==> src/hw/quad_ctrl_pkg.sv <==
`default_nettype none

package quad_ctrl_pkg;

    ////////////////////////////////////////////////////////////////////////////
    // Sizes

    // One buffer BRAM
    localparam int BRAM_DEPTH = 1024;
    // Row and column coordinates address half a BRAM
    localparam int COORD_W = $clog2(BRAM_DEPTH) - 1;
    localparam int PFB_CNT_W = 9;
    localparam int SEQ_CNT_W = 11;
    localparam int SEQ_ADDR_W = 12;

    // Compute array shape
    localparam int NUM_AWE = 4;
    localparam int NUM_CE_PER_AWE = 2;
    localparam int CE_EXEC_W = NUM_AWE * NUM_CE_PER_AWE;

    // Pipeline and handshake timing
    localparam int READS_PER_PIXEL = 5;
    localparam int PRIME_ROWS = 4;
    // Sequence BRAM read latency ahead of execute
    localparam int SEQ_EXEC_DELAY = 2;
    localparam int SEQ_RDEN_STRETCH = 3;
    localparam int JOB_ACCEPT_CYCLES = 5;

    ////////////////////////////////////////////////////////////////////////////
    // Types

    typedef logic [COORD_W-1:0] coord_t;
    typedef logic [PFB_CNT_W-1:0] pfb_cnt_t;
    typedef logic [SEQ_CNT_W-1:0] seq_cnt_t;
    typedef logic [SEQ_ADDR_W-1:0] seq_addr_t;

    // One-hot job states
    typedef enum logic [4:0] {
        ST_IDLE      = 5'b00001,
        ST_PRIME     = 5'b00010,
        ST_WAIT_LOAD = 5'b00100,
        ST_ACTIVE    = 5'b01000,
        ST_DONE      = 5'b10000
    } seq_state_t;

    // Map sizes are given as last index, not count
    typedef struct packed {
        coord_t   num_cols;
        coord_t   num_rows;
        seq_cnt_t seq_full_count;
    } job_cfg_t;

    // Loader answer to a fetch request
    typedef struct packed {
        logic     ack;
        logic     complete;
        pfb_cnt_t full_count;
    } fetch_resp_t;

    typedef struct packed {
        logic      rden;
        seq_addr_t addr;
    } seq_rd_t;

endpackage

`default_nettype wire
==> src/hw/quad_ctrl_top.sv <==
`default_nettype none

module quad_ctrl_top (
    input  logic                                       clk,
    input  logic                                       rst,
    input  logic                                       job_start,
    output logic                                       job_accept,
    input  quad_ctrl_pkg::job_cfg_t                    cfg,
    output logic                                       fetch_req,
    input  quad_ctrl_pkg::fetch_resp_t                 fetch_resp,
    output logic                                       job_complete,
    input  logic                                       job_complete_ack,
    output logic                                       pfb_rden,
    output quad_ctrl_pkg::seq_rd_t                     seq_rd,
    output logic [quad_ctrl_pkg::CE_EXEC_W-1:0]        ce_execute,
    output logic [1:0]                                 gray_code
);

    // Prefetch buffer status
    quad_ctrl_pkg::pfb_cnt_t pfb_count;
    quad_ctrl_pkg::coord_t   input_row;
    logic                    pfb_full_count_seen;

    // Sequencer strobes
    logic prime_rden_en;
    logic seq_run;
    logic seq_reload;

    // Sequence read side
    logic                    seq_strobe;
    quad_ctrl_pkg::seq_cnt_t seq_count;
    logic                    ce_busy;
    logic                    row_end;
    logic                    job_end;

    // Buffer holds exactly one fresh load
    assign pfb_full_count_seen = (pfb_count == fetch_resp.full_count);

    job_sequencer u_job_sequencer (
        .clk                 (clk),
        .rst                 (rst),
        .job_start           (job_start),
        .job_accept          (job_accept),
        .cfg                 (cfg),
        .fetch_req           (fetch_req),
        .fetch_resp          (fetch_resp),
        .job_complete        (job_complete),
        .job_complete_ack    (job_complete_ack),
        .pfb_count           (pfb_count),
        .input_row           (input_row),
        .pfb_full_count_seen (pfb_full_count_seen),
        .row_end             (row_end),
        .job_end             (job_end),
        .ce_busy             (ce_busy),
        .seq_count           (seq_count),
        .prime_rden_en       (prime_rden_en),
        .seq_run             (seq_run),
        .seq_reload          (seq_reload),
        .gray_code           (gray_code)
    );

    // Input column is not consumed at this level
    pfb_reader u_pfb_reader (
        .clk           (clk),
        .rst           (rst),
        .prime_rden_en (prime_rden_en),
        .fetch_resp    (fetch_resp),
        .pfb_rden      (pfb_rden),
        .pfb_count     (pfb_count),
        .input_row     (input_row),
        .input_col     (),
        .cfg           (cfg)
    );

    pix_seq_reader u_pix_seq_reader (
        .clk        (clk),
        .rst        (rst),
        .seq_run    (seq_run),
        .seq_reload (seq_reload),
        .cfg        (cfg),
        .seq_rd     (seq_rd),
        .seq_strobe (seq_strobe),
        .seq_count  (seq_count),
        .ce_busy    (ce_busy),
        .ce_execute (ce_execute)
    );

    output_tracker u_output_tracker (
        .clk        (clk),
        .rst        (rst),
        .seq_strobe (seq_strobe),
        .cfg        (cfg),
        .row_end    (row_end),
        .job_end    (job_end)
    );

endmodule

`default_nettype wire

==> src/hw/output_tracker.sv <==
`default_nettype none

module output_tracker (
    input  logic                     clk,
    input  logic                     rst,
    input  logic                     seq_strobe,
    input  quad_ctrl_pkg::job_cfg_t  cfg,
    output logic                     row_end,
    output logic                     job_end
);

    // Reads into the current pixel
    logic [$clog2(quad_ctrl_pkg::READS_PER_PIXEL)-1:0] rd_cnt;
    quad_ctrl_pkg::coord_t                             out_col;
    quad_ctrl_pkg::coord_t                             out_row;

    // Whole last pixel of a row, last row for the job
    assign row_end = (out_col == cfg.num_cols);
    assign job_end = row_end && (out_row == cfg.num_rows);

    always_ff @(posedge clk) begin
        if (rst) begin
            rd_cnt  <= '0;
            out_col <= '0;
            out_row <= '0;
        end else if (seq_strobe) begin
            if (int'(rd_cnt) == quad_ctrl_pkg::READS_PER_PIXEL - 1) begin
                rd_cnt <= '0;
                if (row_end) begin
                    out_col <= '0;
                    // Back to row 0 for the next job
                    out_row <= job_end ? '0 : out_row + 1'b1;
                end else begin
                    out_col <= out_col + 1'b1;
                end
            end else begin
                rd_cnt <= rd_cnt + 1'b1;
            end
        end
    end

endmodule

`default_nettype wire

==> src/hw/pix_seq_reader.sv <==
`default_nettype none

module pix_seq_reader (
    input  logic                                   clk,
    input  logic                                   rst,
    input  logic                                   seq_run,
    input  logic                                   seq_reload,
    input  quad_ctrl_pkg::job_cfg_t                cfg,
    output quad_ctrl_pkg::seq_rd_t                 seq_rd,
    output logic                                   seq_strobe,
    output quad_ctrl_pkg::seq_cnt_t                seq_count,
    output logic                                   ce_busy,
    output logic [quad_ctrl_pkg::CE_EXEC_W-1:0]    ce_execute
);

    quad_ctrl_pkg::seq_addr_t rd_addr;
    quad_ctrl_pkg::seq_addr_t addr_last;

    // Strobe history for the enable stretch
    logic [quad_ctrl_pkg::SEQ_RDEN_STRETCH-1:0] rden_hist;
    // Covers the BRAM read latency
    logic [quad_ctrl_pkg::SEQ_EXEC_DELAY-1:0]   exec_dly;

    assign addr_last = quad_ctrl_pkg::seq_addr_t'(cfg.seq_full_count) - 1'b1;

    // Enable stays up while any recent strobe is still in the BRAM
    assign seq_rd.rden = seq_strobe | (|rden_hist);
    assign seq_rd.addr = rd_addr;

    // Array busy while any element still has a wave bit
    assign ce_busy = |ce_execute;

    ////////////////////////////////////////////////////////////////////////////
    // Read strobe, count and address

    always_ff @(posedge clk) begin
        if (rst) begin
            seq_strobe <= 1'b0;
            seq_count  <= '0;
            rd_addr    <= '0;
        end else begin
            // Registered strobe lags the count by one
            seq_strobe <= seq_run && (seq_count > 1);
            if (seq_reload) begin
                seq_count <= cfg.seq_full_count;
                rd_addr   <= '0;
            end else if (seq_strobe) begin
                seq_count <= seq_count - 1'b1;
                if (rd_addr == addr_last) begin
                    rd_addr <= '0;
                end else begin
                    rd_addr <= rd_addr + 1'b1;
                end
            end
        end
    end

    ////////////////////////////////////////////////////////////////////////////
    // Enable stretch and execute wave

    always_ff @(posedge clk) begin
        if (rst) begin
            rden_hist  <= '0;
            exec_dly   <= '0;
            ce_execute <= '0;
        end else begin
            rden_hist <= {rden_hist[quad_ctrl_pkg::SEQ_RDEN_STRETCH-2:0], seq_strobe};
            exec_dly  <= {exec_dly[quad_ctrl_pkg::SEQ_EXEC_DELAY-2:0], seq_strobe};
            // Element k fires k cycles after element 0
            ce_execute <= {ce_execute[quad_ctrl_pkg::CE_EXEC_W-2:0],
                           exec_dly[quad_ctrl_pkg::SEQ_EXEC_DELAY-1]};
        end
    end

endmodule

`default_nettype wire

==> src/hw/pfb_reader.sv <==
`default_nettype none

module pfb_reader (
    input  logic                        clk,
    input  logic                        rst,
    input  logic                        prime_rden_en,
    input  quad_ctrl_pkg::fetch_resp_t  fetch_resp,
    output logic                        pfb_rden,
    output quad_ctrl_pkg::pfb_cnt_t     pfb_count,
    output quad_ctrl_pkg::coord_t       input_row,
    output quad_ctrl_pkg::coord_t       input_col,
    input  quad_ctrl_pkg::job_cfg_t     cfg
);

    logic prime_q;

    always_ff @(posedge clk) begin
        if (rst) begin
            prime_q   <= 1'b0;
            pfb_rden  <= 1'b0;
            pfb_count <= '0;
            input_row <= '0;
            input_col <= '0;
        end else begin
            prime_q <= prime_rden_en;
            if (prime_rden_en && !prime_q) begin
                // New job restarts the input position
                pfb_rden  <= 1'b0;
                pfb_count <= '0;
                input_row <= '0;
                input_col <= '0;
            end else begin
                // One read in flight, so stop issuing at a count of 1
                pfb_rden <= prime_rden_en && (pfb_count > 1);

                // Occupancy
                if (fetch_resp.complete) begin
                    pfb_count <= fetch_resp.full_count;
                end else if (pfb_rden) begin
                    pfb_count <= pfb_count - 1'b1;
                end

                // Input position, num_cols is the last column
                if (pfb_rden) begin
                    if (input_col == cfg.num_cols) begin
                        input_col <= '0;
                        input_row <= input_row + 1'b1;
                    end else begin
                        input_col <= input_col + 1'b1;
                    end
                end
            end
        end
    end

    // Strobe pipeline never overruns the buffer
    a_rden_nonempty: assert property (@(posedge clk) disable iff (rst)
        pfb_rden |-> (pfb_count != '0));

endmodule

`default_nettype wire

==> src/hw/job_sequencer.sv <==
`default_nettype none

module job_sequencer (
    input  logic                        clk,
    input  logic                        rst,
    input  logic                        job_start,
    output logic                        job_accept,
    input  quad_ctrl_pkg::job_cfg_t     cfg,
    output logic                        fetch_req,
    input  quad_ctrl_pkg::fetch_resp_t  fetch_resp,
    output logic                        job_complete,
    input  logic                        job_complete_ack,
    input  quad_ctrl_pkg::pfb_cnt_t     pfb_count,
    input  quad_ctrl_pkg::coord_t       input_row,
    input  logic                        pfb_full_count_seen,
    input  logic                        row_end,
    input  logic                        job_end,
    input  logic                        ce_busy,
    input  quad_ctrl_pkg::seq_cnt_t     seq_count,
    output logic                        prime_rden_en,
    output logic                        seq_run,
    output logic                        seq_reload,
    output logic [1:0]                  gray_code
);

    quad_ctrl_pkg::seq_state_t state;
    quad_ctrl_pkg::seq_state_t return_state;
    quad_ctrl_pkg::seq_state_t next_state;

    logic [quad_ctrl_pkg::JOB_ACCEPT_CYCLES-1:0] accept_sr;
    logic                                        fetch_acked;
    logic                                        complete_acked;
    logic [1:0]                                  gray_cnt;

    quad_ctrl_pkg::coord_t prime_last;
    logic                  go_active;
    logic                  commit;

    ////////////////////////////////////////////////////////////////////////////
    // Phase decisions

    // Short maps finish priming early
    assign prime_last = (cfg.num_rows < quad_ctrl_pkg::coord_t'(quad_ctrl_pkg::PRIME_ROWS - 1))
                      ? cfg.num_rows
                      : quad_ctrl_pkg::coord_t'(quad_ctrl_pkg::PRIME_ROWS - 1);

    // Last prime row sitting freshly loaded in the buffer
    assign go_active = (state == quad_ctrl_pkg::ST_PRIME) && (input_row >= prime_last)
                    && pfb_full_count_seen;

    // Row fully drained from the sequence side and the array
    assign commit = (state == quad_ctrl_pkg::ST_ACTIVE) && !ce_busy && (seq_count == '0);

    // Held through prime refills so the reader sees one rising edge per job
    assign prime_rden_en = ((state == quad_ctrl_pkg::ST_PRIME) && !go_active)
                        || ((state == quad_ctrl_pkg::ST_WAIT_LOAD)
                            && (return_state == quad_ctrl_pkg::ST_PRIME));

    assign seq_run    = (state == quad_ctrl_pkg::ST_ACTIVE);
    assign seq_reload = go_active || commit;
    assign job_accept = |accept_sr;

    // Binary to gray
    assign gray_code = {gray_cnt[1], gray_cnt[1] ^ gray_cnt[0]};

    ////////////////////////////////////////////////////////////////////////////
    // Job FSM

    always_ff @(posedge clk) begin
        if (rst) begin
            state          <= quad_ctrl_pkg::ST_IDLE;
            return_state   <= quad_ctrl_pkg::ST_IDLE;
            next_state     <= quad_ctrl_pkg::ST_WAIT_LOAD;
            accept_sr      <= '0;
            fetch_req      <= 1'b0;
            fetch_acked    <= 1'b0;
            job_complete   <= 1'b0;
            complete_acked <= 1'b0;
            gray_cnt       <= 2'b00;
        end else begin
            // Accept window opens the cycle after the start
            accept_sr <= {accept_sr[quad_ctrl_pkg::JOB_ACCEPT_CYCLES-2:0],
                          (state == quad_ctrl_pkg::ST_IDLE) && job_start};
            unique case (state)
                quad_ctrl_pkg::ST_IDLE: begin
                    // Empty buffer, first load goes straight out
                    if (job_start) begin
                        return_state <= quad_ctrl_pkg::ST_PRIME;
                        state        <= quad_ctrl_pkg::ST_WAIT_LOAD;
                    end
                end
                quad_ctrl_pkg::ST_WAIT_LOAD: begin
                    // Request held until ack, then wait for complete
                    if (fetch_resp.ack) begin
                        fetch_req   <= 1'b0;
                        fetch_acked <= 1'b1;
                    end else if (!fetch_acked) begin
                        fetch_req <= 1'b1;
                    end
                    if (fetch_resp.complete && fetch_acked) begin
                        fetch_acked <= 1'b0;
                        state       <= return_state;
                    end
                end
                quad_ctrl_pkg::ST_PRIME: begin
                    if (go_active) begin
                        state <= quad_ctrl_pkg::ST_ACTIVE;
                    end else if (pfb_count == '0) begin
                        // Buffer dry before the prime window is full
                        return_state <= quad_ctrl_pkg::ST_PRIME;
                        state        <= quad_ctrl_pkg::ST_WAIT_LOAD;
                    end
                end
                quad_ctrl_pkg::ST_ACTIVE: begin
                    // Latched during the last pixel of the row
                    if (job_end) begin
                        next_state <= quad_ctrl_pkg::ST_DONE;
                    end else if (row_end) begin
                        next_state <= quad_ctrl_pkg::ST_WAIT_LOAD;
                    end
                    if (commit) begin
                        state        <= next_state;
                        return_state <= quad_ctrl_pkg::ST_ACTIVE;
                        if (next_state == quad_ctrl_pkg::ST_DONE) begin
                            gray_cnt <= 2'b00;
                        end else begin
                            gray_cnt <= gray_cnt + 1'b1;
                        end
                    end
                end
                quad_ctrl_pkg::ST_DONE: begin
                    // Completion held until the host answers
                    job_complete <= !job_complete_ack && !complete_acked;
                    if (job_complete_ack) begin
                        complete_acked <= 1'b1;
                    end
                    if (complete_acked) begin
                        complete_acked <= 1'b0;
                        state          <= quad_ctrl_pkg::ST_IDLE;
                    end
                end
                default: begin
                    state <= quad_ctrl_pkg::ST_IDLE;
                end
            endcase
        end
    end

    ////////////////////////////////////////////////////////////////////////////
    // Checks

    // Encoding stays legal across every transition
    a_state_onehot: assert property (@(posedge clk) disable iff (rst) $onehot(state));

    // No request while the loader still owns the buffer
    a_fetch_exclusive: assert property (@(posedge clk) disable iff (rst)
        fetch_acked |-> !fetch_req);

endmodule

`default_nettype wire

==> config.mk <==
export PLATFORM = sky130hd
export DESIGN_NAME = quad_ctrl_top
export DESIGN_NICKNAME = d
export VERILOG_FILES = /design/src/hw/quad_ctrl_pkg.sv /design/src/hw/quad_ctrl_top.sv /design/src/hw/output_tracker.sv /design/src/hw/pix_seq_reader.sv /design/src/hw/pfb_reader.sv /design/src/hw/job_sequencer.sv
export SDC_FILE = /design/constraint.sdc
export NUM_CORES = 1
export LEC_CHECK = 0
export BUFFER_PORTS_ARGS = -buffer_cell sky130_fd_sc_hd__buf_2
export CORE_MARGIN = 3
export CORE_UTILIZATION = 45
export CTS_BUF_LIST = sky130_fd_sc_hd__clkbuf_4 sky130_fd_sc_hd__clkbuf_8 sky130_fd_sc_hd__clkbuf_16
export DETAILED_ROUTE_END_ITERATION = 7
export GPL_TIMING_DRIVEN = 0
export PLACE_DENSITY = 0.67
export SKIP_CTS_REPAIR_TIMING = 1
export SYNTH_ARGS = -nofsm -noshare
export SYNTH_HDL_FRONTEND = slang
export SYNTH_SLANG_ARGS = --single-unit
==> constraint.sdc <==
create_clock -name clk -period 2.8 [get_ports clk]
set_input_delay 0.42 -clock clk [delete_from_list [all_inputs] [get_ports clk]]
set_output_delay 0.42 -clock clk [all_outputs]
set_load 0.03 [all_outputs]
After elaboration in Yosys (flattened, before gate mapping)
Index checks and enable logic that the tools add are counted. W data, S select, Z words.

Bits in registers: 113.

Add/subtract/negate cells: 10. Order comparisons: 4. Equal/unequal tests: 21. Multiplexer cells: 31. Bitwise logic cells: 2. Reductions and logical operators: 41.

Operator list (number): $mux W5 (12); $mux W9 (6); $add A9 B1 Y9 const B (4); $eq A9 B9 Y1 (4); $pmux W5 S5 (1); $mux W11 (2); $pmux W5 S3 (1); $logic_and A1 B1 Y1 (13); $add A12 B1 Y12 const B (1); $eq A12 B12 Y1 (1); $mux W12 (1); $ne A2 B2 Y1 const B (6); $reduce_and A2 Y1 (6); $sub A11 B1 Y12 const B (1); $gt A11 B1 Y1 const B (1); $logic_not A11 Y1 (1); $sub A11 B1 Y11 const B (1); $eq A5 B2 Y1 const B (2); $eq A5 B5 Y1 const B (2); $reduce_and A5 Y1 (2); $ge A9 B9 Y1 (1); $gt A9 B1 Y1 const B (1); $logic_not A9 Y1 (1); $lt A9 B2 Y1 const B (1); 23 further kinds (37).

Longest topological paths before layout
Gate-level depths: netlist (run 1).

Depth after elaboration: 10. Depth in mapped cells: 12. Depth with buffers taken out: 11.

Cells and area by module
A second synthesis (run 1) with hierarchy kept.

Cells, all modules: 708. Area total of the unflattened synthesis: 5883.1 sq um.

By module, submodules not included: pix_seq_reader (times used 1, cells an instance 226, area an instance 1884.3 sq um, sequential area each 680.7 sq um); pfb_reader (times used 1, cells an instance 169, area an instance 1442.6 sq um, sequential area each 580.6 sq um); output_tracker (times used 1, cells an instance 155, area an instance 1257.5 sq um, sequential area each 420.4 sq um); job_sequencer (times used 1, cells an instance 146, area an instance 1196.1 sq um, sequential area each 420.4 sq um); quad_ctrl_top (times used 1, cells an instance 12, area an instance 102.6 sq um, sequential area each 0.0 sq um).

Worst setup path before layout (run 1)
No wires, ideal clock.

Path kind: input to register. Start point: in cfg[16] (netlist bit). End point: reg u_pfb_reader.input_col[0]. Arrival: 2546 ps. Required time: 2683 ps. Setup slack: 136 ps. Cell stages on the path: 12. Path through: nor4_1 nand2_1 or2_2 ha_1 nor2b_1 o21ai_0 a41oi_1 a21o_1 a21oi_2 o21ai_2 buf_2 nor2_1.

Longest elaborated chain between the ends: 10.

RTL lines: from (decl) (line quad_ctrl_top.sv:8) `input quad_ctrl_pkg::job_cfg_t cfg,`; $lt A9 B2 Y1 (line job_sequencer.sv:43) `assign prime_last = (cfg.num_rows < quad_ctrl_pkg::coord_t'(quad_ctrl_pkg::PRIME_ROWS - 1))`; $mux W9 * (line job_sequencer.sv:44) `? cfg.num_rows`; $ge A9 B9 Y1 * (line job_sequencer.sv:48) `assign go_active = (state == quad_ctrl_pkg::ST_PRIME) && (input_row >= prime_last)`; $logic_and A1 B1 Y1 * (line job_sequencer.sv:48); $logic_and A1 B1 Y1 * (line job_sequencer.sv:49) `&& pfb_full_count_seen;`; $logic_not A1 Y1 * (line job_sequencer.sv:55) `assign prime_rden_en = ((state == quad_ctrl_pkg::ST_PRIME) && !go_active)`; $logic_and A1 B1 Y1 * (line job_sequencer.sv:55); $logic_or A1 B1 Y1 * (line job_sequencer.sv:56) `|| ((state == quad_ctrl_pkg::ST_WAIT_LOAD)`; $logic_and A1 B1 Y1 * (line pfb_reader.sv:26) `if (prime_rden_en && !prime_q) begin`; $reduce_or A2 Y1 (no line) *; to (signal assigned) (line pfb_reader.sv:49) `input_col <= input_col + 1'b1;`; to (decl) (line pfb_reader.sv:11) `output quad_ctrl_pkg::coord_t input_col,`.

Mark *: on every way between the ends. The rest lies on a longest branch, timed or not. A chain may end at the register's enable or synchronous reset.

Worst setup path after layout (run 1)
Start point: in cfg[16] (netlist bit). End point: reg u_job_sequencer.return_state[3].

Longest elaborated chain between the ends: 7.

RTL lines: $lt A9 B2 Y1 (line job_sequencer.sv:43); $mux W9 * (line job_sequencer.sv:44); $ge A9 B9 Y1 * (line job_sequencer.sv:48); $logic_and A1 B1 Y1 * (line job_sequencer.sv:48); $logic_and A1 B1 Y1 * (line job_sequencer.sv:49); $ne A2 B2 Y1 (no line) *; $reduce_and A5 Y1 (no line) *; to (signal assigned) (line job_sequencer.sv:72) `return_state <= quad_ctrl_pkg::ST_IDLE;`; to (signal assigned) (line job_sequencer.sv:88) `return_state <= quad_ctrl_pkg::ST_PRIME;`; to (signal assigned) (line job_sequencer.sv:110) `return_state <= quad_ctrl_pkg::ST_PRIME;`; to (decl) (line job_sequencer.sv:27) `quad_ctrl_pkg::seq_state_t return_state;`.

Marks and branches as above.

==> results of run 1 <==
==> logic make-up (layout without fill, tap and decap cells) <==
group,Yosys count,after routing
AND/OR/NAND/NOR,295,295
XOR/XNOR,106,106
flip-flops,105,105
AO/OA/AOI/OAI,86,86
buffers and inverters,40,127
adder cells (fa/ha/maj),21,21
multiplexers,16,16
other,1,7
==> state kept, by name (all words and copies together) (netlist names), 2 cells and up <==
name / flops
u_pix_seq_reader.rd_addr: 12
u_pix_seq_reader.seq_count: 11
u_output_tracker.out_col: 9
u_output_tracker.out_row: 9
u_pfb_reader.input_col: 9
u_pfb_reader.input_row: 9
u_pfb_reader.pfb_count: 9
u_pix_seq_reader.ce_execute: 8
u_job_sequencer.accept_sr: 5
u_job_sequencer.state: 5
u_job_sequencer.return_state: 3
u_output_tracker.rd_cnt: 3
u_job_sequencer.gray_cnt: 2
u_job_sequencer.next_state: 2
==> area by class of cell <==
| cell class | instances | area (um^2) | area share |
|---|---|---|---|
| Buffer | 20 | 92.6 | 0.0139 |
| Tap cell | 168 | 210 | 0.0316 |
| Clock inverter | 5 | 78.8 | 0.0119 |
| Clock buffer | 11 | 246 | 0.0371 |
| Inverter | 20 | 75.1 | 0.0113 |
| Multi-Input combinational cell | 531 | 3480 | 0.524 |
| Timing Repair Buffer | 71 | 360 | 0.0542 |
| Sequential cell | 105 | 2100 | 0.316 |
==> placed cells by master, fill, tap and decap left out, drive strengths merged, types with 3 or more instances in the layout <==
master and count:
nor2 106, dfxtp 105, buf 77, xor2 55
xnor2 50, nand2 49, a21oi 42, nand3 28
clkbuf 25, nor3 23, ha 21, inv 19
o21ai 19, nand4 16, mux2i 16, nor2b 14
nor4 12, and3 9, or3 7, conb 7
nor3b 5, nand2b 5, nand3b 4, clkinv 4
or2 3, and4 3, a21boi 3, nand4b 3
==> through the flow <==
step	total power [mW]	utilization	setup WS, ns
finish	3.28	0.544	0.176
global route	3.42	0.544	0.00175
CTS	3.30	0.541	-0.160
detailed placement	1.93	0.514	-0.510
global placement	1.92	0.514	-0.461
floorplan	1.82	-	0.136
==> power groups by stage <==
stage,sequential (mW),combinational [mW],clock [mW]
6_report,1.56,0.353,1.37
5_1_grt,1.56,0.395,1.46
4_1_cts,1.56,0.345,1.40
3_5_place_dp,1.59,0.342,0
3_3_place_gp,1.59,0.333,0
2_1_floorplan,1.59,0.224,0
==> per-layer routing <==
metal	global-route usage	vias up
li1	-	2470
met1	0.256	2238
met2	0.302	72
met3	0.0297	11
met4	0.0601	0
met5	0	-
==> path summary, 6_finish.rpt <==
kind	startpoint	end	cells after the start
hold / removal	fetch_resp[5]	u_pfb_reader.pfb_count[5]$_SDFFE_PP0P_	3
setup / recovery	cfg[16]	u_job_sequencer.return_state[3]$_SDFFE_PP0P_	12
hold reg to reg	u_pix_seq_reader.rden_hist[1]$_SDFF_PP0_	u_pix_seq_reader.ce_execute[0]$_SDFF_PP0_	1
setup reg to reg	u_pix_seq_reader.seq_count[4]$_SDFFE_PP0P_	u_pix_seq_reader.rd_addr[5]$_SDFFE_PP0P_	7
==> critical path: stages <==
cell     delay [ns]
buf_2          0.11
nor4_2         0.27
nand2_1        0.10
or2_2          0.32
ha_1           0.28
nor2b_1        0.10
o21ai_0        0.10
a41oi_1        0.25
a21oi_2        0.11
or4_4          0.56
a21oi_1        0.16
nor2_1         0.05
==> out/results.ini, run 1 <==
[final_layout]
fin_nets = 823
drive_gt1_frac = 0.151
final_cells = 931
antenna_cells = 0
n_fill_cell = 1162
syn_to_final_growth_pct = 16.6
design_area_mm2 = 0.00665

[global_routing]
antenna_found_initial = 0
grt_usage = 0.187
grt_first_pass_wirelength_um = 22000
grt_pass1_vias = 4643
grt_max_degree = 17
grt-ovfl-total = 0

[route]
vias_per_cell = 5.15
dr.max_layer_used = met4
wl_um = 12700
vias = 4791
wl_met2_um = 5870
post-route-drc-count = 0
ant_nets = 0
wire_per_inst_um = 13.6
dr.pass1.iters = 4
dr.first_iter.drc_count = 230
wl_met3_um = 394
m1WireLength_um = 6200

[pwr]
p_per_area_mw_per_mm2 = 494
pwr-share-clk = 0.418
p_sw_frac = 0.242
p_seq_frac = 0.474
p_leak_nw = 2.80
intPower_mw = 2.49
p_comb_frac = 0.108
ir_worst_vdd_uv = 306
p_sw_mw = 0.793

[setup_path]
required_ns = 3.02
setup.worst_path.class = in -> reg
setup.worst_path.end_class = register
cp_data_arrival_time_ns = 2.84
start_kind = primary input
path_max_fanout = 3
rrSetupSlack_ns = 0.32

[floorplanning]
die_h_um = 119
io_pins = 71
die_area_mm2 = 0.0141
core_mm2 = 0.0122
rows = 40
die_x_um = 119
initial_core_util = 0.467

[sta]
worst_pin_slew_ns = 0.853
fin_crit_ns = 2.62
finalCritPeriodShare = 0.937
slew_headroom = 0.427
drv_slew = 0
finalSetupViolCount = 0
finClkSkew_ns = 0.00619
hold_viol_final = 0
fmax_ghz = 0.381
rsz0062_at_grt = no
tns_ns = 0
holdWs_ns = 0.330

[cts]
ctsHtreeMaxLevel = 3
root_buffer = clkbuf_16
cts_tree = yes
clk_latency_ns = 0.35
cts_buffers = 9
clk_path_buf_depth = 2
clock_sinks = 105
path_clk_slew_ns = 0.07

[synthesis]
synth_common_cells = dfxtp_1, nor2_1, xor2_1, nand2_1, xnor2_1
synth-edff-count = 0
synthFlopType = dfxtp_1
synth_xor_area_frac = 0.167
synth_area_mm2 = 0.00570
yosysTopAreaCell = dfxtp_1
synth_top_family_by_area = simple AND/OR/NAND/NOR gates
synth_area_leaders = dfxtp_1, xor2_1, xnor2_1, nor2_1, ha_1
yosysUniqueCellTypes = 66
synth-compound-area-share = 0.0943
yosysSeqAreaShare = 0.369
synthSimpleGateAreaFrac = 0.267
avgSynthCellArea_um2 = 8.51
yosys_warnings = 0
synthAdderAreaFrac = 0.0461
ys_ff_latch = 105
synthCells = 670
async_flop_share = 0
muxShareOfSynthArea = 0.0281
yosysTopAreaCellShare = 0.369

[placed_design]
io_buffers = 69
dpl-instance-area_mm2 = 0.00628
gp_congestion = 0.857
dp_hpwl_um = 9780
place_inst = 913

[flow_run]
drv_cap = 0

[run_status]
outcome = finished, final reports clean

[hold_path]
hold_class = in -> reg

No activity file was read; power rests on OpenSTA's default activity.
==> inputs of run 2 (changes only) <==
Settings changed: PLACE_DENSITY 0.67 to 0.72.
==> run 2 against run 1 <==
Net effect: first-iteration DRC count is 13% lower; worst setup slack about the same; core utilization is 0.33 points lower; die area unchanged; count of clock-buffer cells in the layout down 2; sequential cell count did not move; sequential power barely moved; maximum frequency hardly changed; sequential share of layout area rose by 0.19 points; combinational power barely moved; final cell count rose by 0.11%; routed wire length up 1.5%; critical path type unchanged; highest routed layer unchanged.
==> out/results.ini, run 2 (same netlist as run 1, synthesis figures left out) <==
[pwr]
ir_worst_vdd_uv = 255
p_per_area_mw_per_mm2 = 478
p_leak_nw = 2.78
finalPower_mw = 3.16

[placed_design]
io_buffers = 69
dp_slack_ns = -0.475
place_inst = 913
dp_hpwl_um = 9880
gp_congestion = 0.875

[setup_path]
worstRegToRegCells = 7
cp_slowest_cell = or4_1
path_cells = buf_2, nor4_1, nand2_1, or2_2, ha_1, nor2b_1, o21ai_0, a41oi_1, a21oi_1, or4_1, a21oi_1, nor2_1
rrSetupSlack_ns = 0.35
rr_startpoint = u_job_sequencer.state[0]$_SDFFE_PP1P_
worst_path_most_repeated_cell = a21oi_1
slowest_delay_ns = 0.59
start_kind = primary input
rr_endpoint = u_pix_seq_reader.rd_addr[8]$_SDFFE_PP0P_
path_max_fanout = 3
setup.worst_path.end_class = register
cp_data_arrival_time_ns = 2.86
required_ns = 3.03
setup.worst_path.class = in -> reg

[route]
m1WireLength_um = 6040
dr.pass1.iters = 4
vias_per_cell = 5.25
dr.first_iter.drc_count = 201
vias = 4894
wl_met3_um = 498
wl_met2_um = 6040
wire_per_inst_um = 13.8
dr.max_layer_used = met4
post-route-drc-count = 0
wl_um = 12800
ant_nets = 0

[floorplanning]
die_area_mm2 = 0.0141
rows = 40
die_x_um = 119
initial_core_util = 0.467
io_pins = 71
core_mm2 = 0.0122
die_h_um = 119

[run_status]
outcome = finished, final reports clean

[hold_path]
hold_end = u_pfb_reader.pfb_count[3]$_SDFFE_PP0P_
hold_class = in -> reg
hold_start = fetch_resp[3]
hold_path_depth = 3

[cts]
cts_buffers = 9
clock_sinks = 105
clk_path_buf_depth = 2
ctsHtreeMaxLevel = 3
root_buffer = clkbuf_16
path_clk_slew_ns = 0.08
cts_tree = yes
clk_latency_ns = 0.35

[global_routing]
grt-ovfl-total = 0
grt_first_pass_wirelength_um = 21800
grt_max_degree = 21
grt_usage = 0.184
grt_pass1_vias = 4781
antenna_found_initial = 0

[sta]
finClkSkew_ns = 0.00933
fmax_ghz = 0.381
hold_viol_final = 0
finalWorstSetupSlack_ns = 0.176
finalSetupViolCount = 0
drv_slew = 0
fin_crit_ns = 2.62
finalCritPeriodShare = 0.937
worst_pin_slew_ns = 0.810
tns_ns = 0
rsz0062_at_grt = no
slew_headroom = 0.456

[final_layout]
final_cells = 932
drive_gt1_frac = 0.148
top_register = u_pix_seq_reader.rd_addr
final_cell_mix = nor2_1, dfxtp_1, buf_2, xor2_1
reg_top3 = u_pix_seq_reader.rd_addr (12), u_pix_seq_reader.seq_count (11)
antenna_cells = 0
fin_nets = 824
syn_to_final_growth_pct = 15.9
largest_register_ffs = 12
n_fill_cell = 1175

[flow_run]
drv_cap = 0

==> run 2: cell count changes in the layout (fill, tap and decap cells not counted), sizes merged <==
cell      change
buf           +2
bufinv        -2
clkbuf        -3
clkinv        -2
clkinvlp      +2
inv           +4
==> run 2: metrics by stage <==
stage / hold slack, ns / utilization / cell area [um^2]
2_1_floorplan: 0.429 / - / 5730
3_3_place_gp: 0.444 / 0.514 / 6280
3_5_place_dp: 0.458 / 0.514 / 6280
4_1_cts: 0.309 / 0.538 / 6580
5_1_grt: 0.331 / 0.541 / 6610
6_report: 0.315 / 0.541 / 6610
==> run 2: worst max-delay path: cells and delay by family <==
family                     cells  cell delay [ns]
AOI/OAI and AO/OA              4             0.63
adders and majority gates      1             0.28
buffers and inverters          1             0.11
and+or+nand+nor                6             1.41
==> run 2: routing by layer <==
metal	global-route usage	up-vias
li1	-	2479
met1	0.240	2284
met2	0.305	111
met3	0.0278	20
met4	0.0775	0
met5	0	-
==> run 2: power breakdown <==
group	switching [mW]	leakage (nW)	internal, mW
Sequential	0.0325	0.849	1.53
Combinational	0.209	1.79	0.142
Clock	0.620	0.140	0.630
==> run 2: how the worst max path moves through the flow <==
stage	startpoint	end	slack, ns	depth (start not counted)
floorplan	cfg[16]	u_pfb_reader.input_col[0]$_SDFFE_PP0P_	0.14	12
global placement	cfg[16]	u_pfb_reader.input_row[7]$_SDFFE_PP0P_	-0.44	13
detailed placement	cfg[16]	u_pfb_reader.input_col[0]$_SDFFE_PP0P_	-0.48	13
CTS	cfg[16]	u_pfb_reader.input_col[0]$_SDFFE_PP0P_	-0.14	13
global route	cfg[16]	u_job_sequencer.return_state[3]$_SDFFE_PP0P_	0.03	12
finish	cfg[16]	u_job_sequencer.return_state[3]$_SDFFE_PP0P_	0.18	12
==> run 2: final cells by class <==
cell class | count | area, um^2 | share of cell area
sequential | 105 | 2100 | 0.318
clock inverter | 7 | 68.8 | 0.0104
timing repair buffer | 72 | 368 | 0.0557
inverter | 20 | 75.1 | 0.0114
clock buffer | 9 | 225 | 0.0341
buffer | 20 | 90.1 | 0.0136
tap | 168 | 210 | 0.0318
multi-input combinational | 531 | 3470 | 0.525
